--- src/rtl/exec_pkg.sv ---
package exec_pkg;

    ////////////////////////////////////////////////////////////////////////////
    // widths and constants
    ////////////////////////////////////////////////////////////////////////////

    // one multiply step per multiplier bit
    localparam int MUL_STEPS = 32;

    // data word
    typedef logic [31:0] word_t;

    // register index
    typedef logic [4:0] reg_addr_t;

    // step counter wide enough to hold MUL_STEPS
    typedef logic [$clog2(MUL_STEPS + 1) - 1:0] step_cnt_t;

    ////////////////////////////////////////////////////////////////////////////
    // encodings
    ////////////////////////////////////////////////////////////////////////////

    // code 7 unused
    typedef enum logic [2:0] {
        OP_ADD,
        OP_SUB,
        OP_AND,
        OP_OR,
        OP_XOR,
        OP_SLT,
        OP_MUL
    } alu_op_t;

    typedef enum logic [1:0] {
        ST_IDLE,
        ST_READ,
        ST_EXEC,
        ST_WRITE
    } ctrl_state_t;

    // three-register instruction, 18 bits
    typedef struct packed {
        alu_op_t   op;
        reg_addr_t rs;
        reg_addr_t rt;
        reg_addr_t rd;
    } instr_t;

    // write-back, 37 bits
    typedef struct packed {
        reg_addr_t rd;
        word_t     data;
    } result_t;

endpackage

--- src/rtl/instr_queue.sv ---
`timescale 1ns/100ps

module instr_queue
#(
    parameter int QUEUE_DEPTH = 4
)
(
    input  logic              i_clk,
    input  logic              i_reset,
    input  logic              i_push,
    input  exec_pkg::instr_t  i_push_instr,
    input  logic              i_pop,
    output exec_pkg::instr_t  o_head,
    output logic              o_not_empty
);

    localparam int PTR_W = $clog2(QUEUE_DEPTH);
    localparam int CNT_W = $clog2(QUEUE_DEPTH + 1);

    // storage
    exec_pkg::instr_t mem [QUEUE_DEPTH];

    logic [PTR_W-1:0] wr_ptr;
    logic [PTR_W-1:0] rd_ptr;
    logic [CNT_W-1:0] count;

    ////////////////////////////////////////////////////////////////////////////
    // pointers and occupancy
    ////////////////////////////////////////////////////////////////////////////

    always_ff @(posedge i_clk)
    begin
        if (i_reset)
        begin
            wr_ptr <= '0;
            rd_ptr <= '0;
            count  <= '0;
        end
        else
        begin
            // depth need not be a power of two so wrap by compare
            if (i_push)
            begin
                wr_ptr <= (wr_ptr == PTR_W'(QUEUE_DEPTH - 1)) ? '0 : wr_ptr + 1'b1;
            end
            if (i_pop)
            begin
                rd_ptr <= (rd_ptr == PTR_W'(QUEUE_DEPTH - 1)) ? '0 : rd_ptr + 1'b1;
            end
            // simultaneous push and pop leaves count alone
            if (i_push && !i_pop)
            begin
                count <= count + 1'b1;
            end
            else if (i_pop && !i_push)
            begin
                count <= count - 1'b1;
            end
        end
    end

    // entry write
    always_ff @(posedge i_clk)
    begin
        if (i_push)
        begin
            mem[wr_ptr] <= i_push_instr;
        end
    end

    // head seen by the controller
    assign o_head      = mem[rd_ptr];
    assign o_not_empty = (count != '0);

    // producer must hold a credit to send
    a_no_push_full: assert property (@(posedge i_clk) disable iff (i_reset)
        i_push |-> (count < QUEUE_DEPTH));

    a_no_pop_empty: assert property (@(posedge i_clk) disable iff (i_reset)
        i_pop |-> o_not_empty);

endmodule

--- src/rtl/step_timer.sv ---
`timescale 1ns/100ps

module step_timer
(
    input  logic i_clk,
    input  logic i_reset,
    input  logic i_start,
    output logic o_running,
    output logic o_last
);

    // remaining steps, zero when idle
    exec_pkg::step_cnt_t count;

    always_ff @(posedge i_clk)
    begin
        if (i_reset)
        begin
            count <= '0;
        end
        else if (i_start)
        begin
            count <= exec_pkg::step_cnt_t'(exec_pkg::MUL_STEPS);
        end
        else if (o_running)
        begin
            count <= count - 1'b1;
        end
    end

    assign o_running = (count != '0);
    // final counting cycle
    assign o_last    = (count == exec_pkg::step_cnt_t'(1));

    // a new multiply only once the previous one has drained
    a_no_restart: assert property (@(posedge i_clk) disable iff (i_reset)
        i_start |-> !o_running);

endmodule

--- src/rtl/exec_control.sv ---
`timescale 1ns/100ps

module exec_control
(
    input  logic                i_clk,
    input  logic                i_reset,
    input  logic                i_not_empty,
    input  exec_pkg::instr_t    i_head,
    input  logic                i_timer_last,
    output logic                o_pop,
    output logic                o_timer_start,
    output exec_pkg::reg_addr_t o_rs_addr,
    output exec_pkg::reg_addr_t o_rt_addr,
    output exec_pkg::alu_op_t   o_op,
    output logic                o_alu_start,
    output logic                o_alu_step,
    output logic                o_wr_en,
    output exec_pkg::result_t   o_wr,
    input  exec_pkg::word_t     i_alu_result
);

    exec_pkg::ctrl_state_t state;
    // instruction in flight
    exec_pkg::instr_t      instr;
    logic                  is_mul;

    assign is_mul = (instr.op == exec_pkg::OP_MUL);

    ////////////////////////////////////////////////////////////////////////////
    // sequencing
    ////////////////////////////////////////////////////////////////////////////

    always_ff @(posedge i_clk)
    begin
        if (i_reset)
        begin
            state <= exec_pkg::ST_IDLE;
        end
        else
        begin
            case (state)
                exec_pkg::ST_IDLE:
                begin
                    if (i_not_empty)
                    begin
                        state <= exec_pkg::ST_READ;
                    end
                end
                exec_pkg::ST_READ:
                begin
                    state <= exec_pkg::ST_EXEC;
                end
                exec_pkg::ST_EXEC:
                begin
                    // single-cycle ops leave at once
                    if (!is_mul || i_timer_last)
                    begin
                        state <= exec_pkg::ST_WRITE;
                    end
                end
                default:
                begin
                    state <= exec_pkg::ST_IDLE;
                end
            endcase
        end
    end

    // latch on pop
    always_ff @(posedge i_clk)
    begin
        if (o_pop)
        begin
            instr <= i_head;
        end
    end

    // pop doubles as the returned credit
    assign o_pop         = (state == exec_pkg::ST_IDLE) && i_not_empty;

    // operand read and ALU kick-off
    assign o_rs_addr     = instr.rs;
    assign o_rt_addr     = instr.rt;
    assign o_op          = instr.op;
    assign o_alu_start   = (state == exec_pkg::ST_READ);
    assign o_timer_start = (state == exec_pkg::ST_READ) && is_mul;
    assign o_alu_step    = (state == exec_pkg::ST_EXEC) && is_mul;

    // write-back is also the result port
    assign o_wr_en       = (state == exec_pkg::ST_WRITE);
    assign o_wr.rd       = instr.rd;
    assign o_wr.data     = i_alu_result;

    // timer must end every multiply in time
    a_exec_bounded: assert property (@(posedge i_clk) disable iff (i_reset)
        $rose(state == exec_pkg::ST_EXEC)
        |-> ##[1:exec_pkg::MUL_STEPS] (state != exec_pkg::ST_EXEC));

endmodule

--- src/rtl/register_file.sv ---
`timescale 1ns/100ps

module register_file
(
    input  logic                i_clk,
    input  logic                i_reset,
    input  exec_pkg::reg_addr_t i_rs_addr,
    input  exec_pkg::reg_addr_t i_rt_addr,
    input  logic                i_wr_en,
    input  exec_pkg::result_t   i_wr,
    output exec_pkg::word_t     o_rs_data,
    output exec_pkg::word_t     o_rt_data
);

    localparam int NUM_REGS = 2 ** $bits(exec_pkg::reg_addr_t);

    exec_pkg::word_t regs [NUM_REGS];

    ////////////////////////////////////////////////////////////////////////////
    // storage
    ////////////////////////////////////////////////////////////////////////////

    always_ff @(posedge i_clk)
    begin
        if (i_reset)
        begin
            // every register comes up holding its index
            // register 0 included
            for (int idx = 0; idx < NUM_REGS; idx++)
            begin
                regs[idx] <= exec_pkg::word_t'(idx);
            end
        end
        else if (i_wr_en)
        begin
            regs[i_wr.rd] <= i_wr.data;
        end
    end

    // combinational read ports
    assign o_rs_data = regs[i_rs_addr];
    assign o_rt_data = regs[i_rt_addr];

endmodule

--- src/rtl/alu.sv ---
`timescale 1ns/100ps

module alu
(
    input  logic              i_clk,
    input  logic              i_reset,
    input  logic              i_start,
    input  logic              i_step,
    input  exec_pkg::alu_op_t i_op,
    input  exec_pkg::word_t   i_a,
    input  exec_pkg::word_t   i_b,
    output exec_pkg::word_t   o_result
);

    // shifted multiplicand and remaining multiplier bits
    exec_pkg::word_t mcand;
    exec_pkg::word_t mplier;
    // result register, also the multiply accumulator
    exec_pkg::word_t acc;
    exec_pkg::word_t single_res;

    ////////////////////////////////////////////////////////////////////////////
    // single-cycle ops
    ////////////////////////////////////////////////////////////////////////////

    always_comb
    begin
        case (i_op)
            exec_pkg::OP_ADD: single_res = i_a + i_b;
            exec_pkg::OP_SUB: single_res = i_a - i_b;
            exec_pkg::OP_AND: single_res = i_a & i_b;
            exec_pkg::OP_OR:  single_res = i_a | i_b;
            exec_pkg::OP_XOR: single_res = i_a ^ i_b;
            // signed compare
            exec_pkg::OP_SLT: single_res = ($signed(i_a) < $signed(i_b)) ? 32'd1 : 32'd0;
            default:          single_res = '0;
        endcase
    end

    ////////////////////////////////////////////////////////////////////////////
    // operand latch and shift-add multiply
    ////////////////////////////////////////////////////////////////////////////

    always_ff @(posedge i_clk)
    begin
        if (i_reset)
        begin
            acc <= '0;
        end
        else if (i_start)
        begin
            // multiply starts from an empty accumulator
            acc <= (i_op == exec_pkg::OP_MUL) ? '0 : single_res;
        end
        else if (i_step && mplier[0])
        begin
            acc <= acc + mcand;
        end
    end

    always_ff @(posedge i_clk)
    begin
        if (i_start)
        begin
            mcand  <= i_a;
            mplier <= i_b;
        end
        else if (i_step)
        begin
            // one multiplier bit per step
            mcand  <= mcand << 1;
            mplier <= mplier >> 1;
        end
    end

    assign o_result = acc;

    // controller and timer together supply an unbroken run of steps
    a_mul_steps: assert property (@(posedge i_clk) disable iff (i_reset)
        (i_start && i_op == exec_pkg::OP_MUL) |=> i_step [*exec_pkg::MUL_STEPS]);

endmodule

--- src/rtl/exec_unit_top.sv ---
`timescale 1ns/100ps

module exec_unit_top
#(
    parameter int QUEUE_DEPTH = 4
)
(
    input  logic              i_clk,
    input  logic              i_reset,
    input  logic              i_instr_valid,
    input  exec_pkg::instr_t  i_instr,
    output logic              o_credit,
    output logic              o_result_valid,
    output exec_pkg::result_t o_result
);

    ////////////////////////////////////////////////////////////////////////////
    // internal wiring
    ////////////////////////////////////////////////////////////////////////////

    // queue to controller
    exec_pkg::instr_t    head;
    logic                not_empty;
    logic                pop;

    // multiply pacing
    logic                timer_start;
    logic                timer_running;
    logic                timer_last;

    // register read and write-back
    exec_pkg::reg_addr_t rs_addr;
    exec_pkg::reg_addr_t rt_addr;
    exec_pkg::word_t     rs_data;
    exec_pkg::word_t     rt_data;
    logic                wr_en;
    exec_pkg::result_t   wr;

    // alu control
    exec_pkg::alu_op_t   op;
    logic                alu_start;
    logic                alu_step;
    logic                alu_step_gated;
    exec_pkg::word_t     alu_result;

    // steps only while the timer counts
    assign alu_step_gated = alu_step & timer_running;

    // credit and result port come straight from the controller
    assign o_credit       = pop;
    assign o_result_valid = wr_en;
    assign o_result       = wr;

    ////////////////////////////////////////////////////////////////////////////
    // instances
    ////////////////////////////////////////////////////////////////////////////

    instr_queue #(
        .QUEUE_DEPTH (QUEUE_DEPTH)
    ) u_queue (
        .i_clk        (i_clk),
        .i_reset      (i_reset),
        .i_push       (i_instr_valid),
        .i_push_instr (i_instr),
        .i_pop        (pop),
        .o_head       (head),
        .o_not_empty  (not_empty)
    );

    exec_control u_control (
        .i_clk         (i_clk),
        .i_reset       (i_reset),
        .i_not_empty   (not_empty),
        .i_head        (head),
        .i_timer_last  (timer_last),
        .o_pop         (pop),
        .o_timer_start (timer_start),
        .o_rs_addr     (rs_addr),
        .o_rt_addr     (rt_addr),
        .o_op          (op),
        .o_alu_start   (alu_start),
        .o_alu_step    (alu_step),
        .o_wr_en       (wr_en),
        .o_wr          (wr),
        .i_alu_result  (alu_result)
    );

    step_timer u_timer (
        .i_clk     (i_clk),
        .i_reset   (i_reset),
        .i_start   (timer_start),
        .o_running (timer_running),
        .o_last    (timer_last)
    );

    register_file u_regs (
        .i_clk     (i_clk),
        .i_reset   (i_reset),
        .i_rs_addr (rs_addr),
        .i_rt_addr (rt_addr),
        .i_wr_en   (wr_en),
        .i_wr      (wr),
        .o_rs_data (rs_data),
        .o_rt_data (rt_data)
    );

    alu u_alu (
        .i_clk    (i_clk),
        .i_reset  (i_reset),
        .i_start  (alu_start),
        .i_step   (alu_step_gated),
        .i_op     (op),
        .i_a      (rs_data),
        .i_b      (rt_data),
        .o_result (alu_result)
    );

endmodule

--- config.mk ---
export PLATFORM = sky130hd
export DESIGN_NAME = exec_unit_top
export DESIGN_NICKNAME = d
export VERILOG_FILES = /design/src/rtl/exec_pkg.sv /design/src/rtl/instr_queue.sv /design/src/rtl/step_timer.sv /design/src/rtl/exec_control.sv /design/src/rtl/register_file.sv /design/src/rtl/alu.sv /design/src/rtl/exec_unit_top.sv
export SDC_FILE = /design/constraint.sdc
export NUM_CORES = 2
export LEC_CHECK = 0
export ABC_CLOCK_PERIOD_IN_PS = 5500
export BUFFER_PORTS_ARGS = -buffer_cell sky130_fd_sc_hd__buf_2
export CORE_MARGIN = 5
export CORE_UTILIZATION = 50
export DETAILED_ROUTE_END_ITERATION = 10
export GPL_ROUTABILITY_DRIVEN = 1
export PLACE_DENSITY = 0.68
export SKIP_CTS_REPAIR_TIMING = 1
export SYNTH_ARGS = -nofsm -noshare
export SYNTH_HDL_FRONTEND = slang
export SYNTH_SLANG_ARGS = --single-unit
--- constraint.sdc ---
create_clock -name i_clk -period 5.5 [get_ports i_clk]
set_input_delay 1.1 -clock i_clk [delete_from_list [all_inputs] [get_ports i_clk]]
set_output_delay 1.1 -clock i_clk [all_outputs]
set_load 0.005 [all_outputs]
==> impl_summary.txt <==
----------------------------------------------------
[Outcome]
  Status ... finished clean

[Timing]
  Worst-margin pin slew ... between 1000 and 1500 ps
  Worst-case clock skew ... ~37 ps
  RSZ-0062 raised after global routing ... true
  Final setup vio count ... 0
  Hold Fails Final Rpt ... 0
  Worst relative slew slack ... about a quarter
  Hold Worst Slack ... 488 ps
  Minimum clock period ... around 5400 ps
  Final number of max-transition violations ... 0
  Crit share post-route ... a little over nine tenths
  Minimum setup slack in the final design ... ~150 ps
  Max Fclk ... between 150 and 200 MHz

[Routing]
  WL final ... ~220,000 um
  Number of DRC violations after detailed-routing iteration 0 ... between 6,000 and 7,000
  Number of nets with antenna violations after detailed routing ... 0
  DRC violation count after routing ... 0
  TritonRoute pass-1 iters ... 6
  Via count normalized by instance count ... 6.70
  Total via count in the routed design ... about 46,000
  Routed length per instance ... approximately 33 um

[Critical path]
  CP Cell Sequence ... buf_4 > buf_12 > mux4_2 > mux4_2 > mux2i_1 > buf_4 > inv_1 > ha_1 > nor4_4 > buf_4 > a211oi_4 > nor3_4 > o41ai_4 > buf_4 > a211oi_4 > o21ai_1 > a2111oi_2 > o2111ai_1 > a211oi_1
  Kind of cell adding the most delay to the critical path ... compound AO/OA/AOI/OAI gates
  Worst path most repeated cell ... sky130_fd_sc_hd__buf_4
  WP buf/inv ... 6
  Kind of start point of the critical path ... register
  WS Path Type ... register to register
  Type of element capturing the critical path ... register
  Crit path arrival time ... 6030 ps
  Crit-path max FO ... 15
  Cell at the slowest stage of the critical path ... sky130_fd_sc_hd__mux4_2
  Delay of the slowest cell on the worst path ... about 580 ps
  Worst path required time ... around 6200 ps

[Placement]
  Port bufs ... a little under 60
  Post-place setup slack ... -66.6 ps
  Placed Cells incl. Taps ... 6,501
  HPWL Detailed ... 138,000 um
  Final weighted congestion in routability-driven placement ... about 0.96

[Pwr]
  Worst-case vdd ir drop ... 0.393 mV
  Leakage power ... between 20 and 30 nW
  Cell Pwr Density ... 646 mW/mm^2
  Post-route total power ... between 50 and 60 mW

[Clocking]
  Post-CTS clock slew at the launch and capture registers of the worst setup and hold paths ... roughly 60 ps
  Sink Count ... approximately 1,200
  Worst skew pair latency ... 790 ps
  CTS HTree Levels ... 4
  CTS tree ... done
  Max clock buf depth ... 3
  Num CTS Buffers ... roughly 140
  Cell chosen for the clock root ... sky130_fd_sc_hd__clkbuf_16

[Die]
  Site Rows ... around 140
  Starting density of the core ... between 50% and 60%
  Placeable core area ... around 0.14 mm^2
  Width of the die ... 380 um
  Full die area ... between 0.1 and 0.15 mm^2
  Die extent in y ... about 380 um
  Boundary Pins ... 60

[Yosys]
  Post-synth EDFFs ... around 1,200
  Post-synthesis cell type with the largest combined area ... sky130_fd_sc_hd__edfxtp_1
  Synthesized flop and latch total ... around 1,200
  Combined area of all synthesized cells ... 0.0685 mm^2
  Post-synthesis cell type count ... 86
  Fraction of post-synthesis cell area in the top cell type by area ... between 50% and 60%
  Most common cell in the synthesized netlist ... sky130_fd_sc_hd__edfxtp_1
  Top post-synthesis cells by count ... 1,178 x sky130_fd_sc_hd__edfxtp_1, 939 x sky130_fd_sc_hd__and2_1, 658 x sky130_fd_sc_hd__mux4_2, 363 x sky130_fd_sc_hd__clkbuf_1, 233 x sky130_fd_sc_hd__nor2_1
  Synth Area per Inst ... 14.3 um^2
  Net count after synthesis ... 4,945
  Share of synthesized flip-flops with an asynchronous set or reset ... 0%
  Fraction of the yosys area taken by sequential cells ... between 50% and 60%
  Synth Instances ... 4,777
  Total of warnings raised by yosys ... 0
  Main synth FF type ... sky130_fd_sc_hd__edfxtp_1
  Largest cells by area after synthesis ... sky130_fd_sc_hd__edfxtp_1 52%, sky130_fd_sc_hd__mux4_2 22%, sky130_fd_sc_hd__and2_1 8.6%

[Global route]
  Remaining Overflow, GRT ... 0
  Pin count of the biggest net entering global routing ... 80
  Antenna violations before repair ... 11
  GRT Util Overall ... 30.2%
  First-pass GRT wire length ... 317,000 um
  Number of global-route vias before repair ... between 40,000 and 50,000

[Layout]
  Post-layout util ... about 57%
  Post-synthesis to final-layout area growth ... 13.4%
  Final standard cell count with taps included and fillers excluded ... about 6,800
  Share of post-route cells with drive strength above 1 ... approximately 28%
  Net count of the finished layout ... 5,069
  Number of inserted filler cells in the final layout ... 10,600

[Run]
  Number of maximum-capacitance violations ... 0

[Min path]
  Kind of path behind the tightest hold check ... register to register

----------------------------------------------------
-- stage by stage --
step | area, um^2 | setup TNS [ps]
after floorplan | 68500 | 0
after global routing | 77600 | -74.9
after CTS | 77000 | -91.1
final | 77600 | 0
after global placement | 72500 | 0
after detailed placement | 72500 | -66.6
-- worst register-to-register path: stages, from the launching register on --
cell and delay [ps]:
sky130_fd_sc_hd__edfxtp_1 470, sky130_fd_sc_hd__buf_4 220, sky130_fd_sc_hd__buf_12 220, sky130_fd_sc_hd__mux4_2 550, sky130_fd_sc_hd__mux4_2 580, sky130_fd_sc_hd__mux2i_1 190
sky130_fd_sc_hd__buf_4 190, sky130_fd_sc_hd__inv_1 90, sky130_fd_sc_hd__ha_1 270, sky130_fd_sc_hd__nor4_4 360, sky130_fd_sc_hd__buf_4 200, sky130_fd_sc_hd__a211oi_4 90
sky130_fd_sc_hd__nor3_4 270, sky130_fd_sc_hd__o41ai_4 130, sky130_fd_sc_hd__buf_4 160, sky130_fd_sc_hd__a211oi_4 310, sky130_fd_sc_hd__o21ai_1 160, sky130_fd_sc_hd__a2111oi_2 370
sky130_fd_sc_hd__o2111ai_1 160, sky130_fd_sc_hd__a211oi_1 270
-- worst paths after layout --
path | cells after the start | slack, ps | startpoint | end
hold / removal | 2 | 490 | u_queue.count[2] | u_queue.count[2]
hold reg to reg | 2 | 490 | u_queue.count[2] | u_queue.count[2]
setup / recovery | 19 | 150 | u_control.o_rs_addr[0] | u_alu.o_result[0]
setup reg to reg | 19 | 150 | u_control.o_rs_addr[0] | u_alu.o_result[0]
-- cell usage in the layout, fill, tap and decap left out, types with 75 or more instances in the layout --
cell type                   count
sky130_fd_sc_hd__or3_1         75
sky130_fd_sc_hd__nand2_1      110
sky130_fd_sc_hd__ha_1         137
sky130_fd_sc_hd__clkbuf_16    149
sky130_fd_sc_hd__mux4_2       658
sky130_fd_sc_hd__inv_1        106
sky130_fd_sc_hd__edfxtp_1    1178
sky130_fd_sc_hd__and2_1       939
sky130_fd_sc_hd__o21ai_0       75
sky130_fd_sc_hd__nor2_1       201
sky130_fd_sc_hd__buf_4        323
sky130_fd_sc_hd__a21oi_1      202
-- where the power goes --
| part | internal, mW | switching (mW) | leakage, nW | total (mW) |
|---|---|---|---|---|
| Sequential | 11.1 | 0.530 | 12.1 | 11.7 |
| Clock | 5.25 | 3.92 | 2.16 | 9.17 |
| Combinational | 12.5 | 16.8 | 13.6 | 29.3 |
-- layer usage --
layer | routed length (um) | track usage [%] | up-vias
met5 | 0 | 0 | -
met4 | 8620 | 10.5 | 0
met3 | 27400 | 7.52 | 575
met2 | 106000 | 49.0 | 3108
met1 | 81200 | 40.2 | 23300
li1 | - | - | 18600
-- flip-flops by register name, indices dropped and copies added, names as in the netlist --
register and flops:
u_queue.rd_ptr 2, u_alu.mcand 32, u_control.o_rs_addr 5, u_regs.regs 1024
u_queue.mem 72, u_queue.count 3, u_control.state 2, u_alu.o_result 32
u_control.o_op 3, u_queue.wr_ptr 2, u_alu.mplier 32, u_timer.count 6
u_control.o_wr 5, u_control.o_rt_addr 5
-- layout make-up --
class	instances	area, um^2	area share, %
Timing Repair Buffer	435	3880	5.00
Sequential cell	1225	36300	46.8
Inverter	111	417	0.537
Tap cell	1781	2230	2.87
Multi-Input combinational cell	2991	30400	39.1
Clock inverter	76	771	0.993
Antenna cell	5	12.5	0.0161
Clock buffer	170	3640	4.69
-- logic make-up (layout without fill, tap and decap cells) --
kind of cell / Yosys count / after routing / synth area share [%]
other cells: 0 / 5 / 0
flops: 1225 / 1225 / 53.1
mux: 731 / 731 / 22.7
buf+inv: 561 / 792 / 3.13
fa+ha+maj: 147 / 147 / 2.73
simple gates: 1549 / 1549 / 12.9
compound gates: 517 / 517 / 4.89
xor+xnor: 47 / 47 / 0.601
Note: power is estimated with default switching activity, not from simulation.
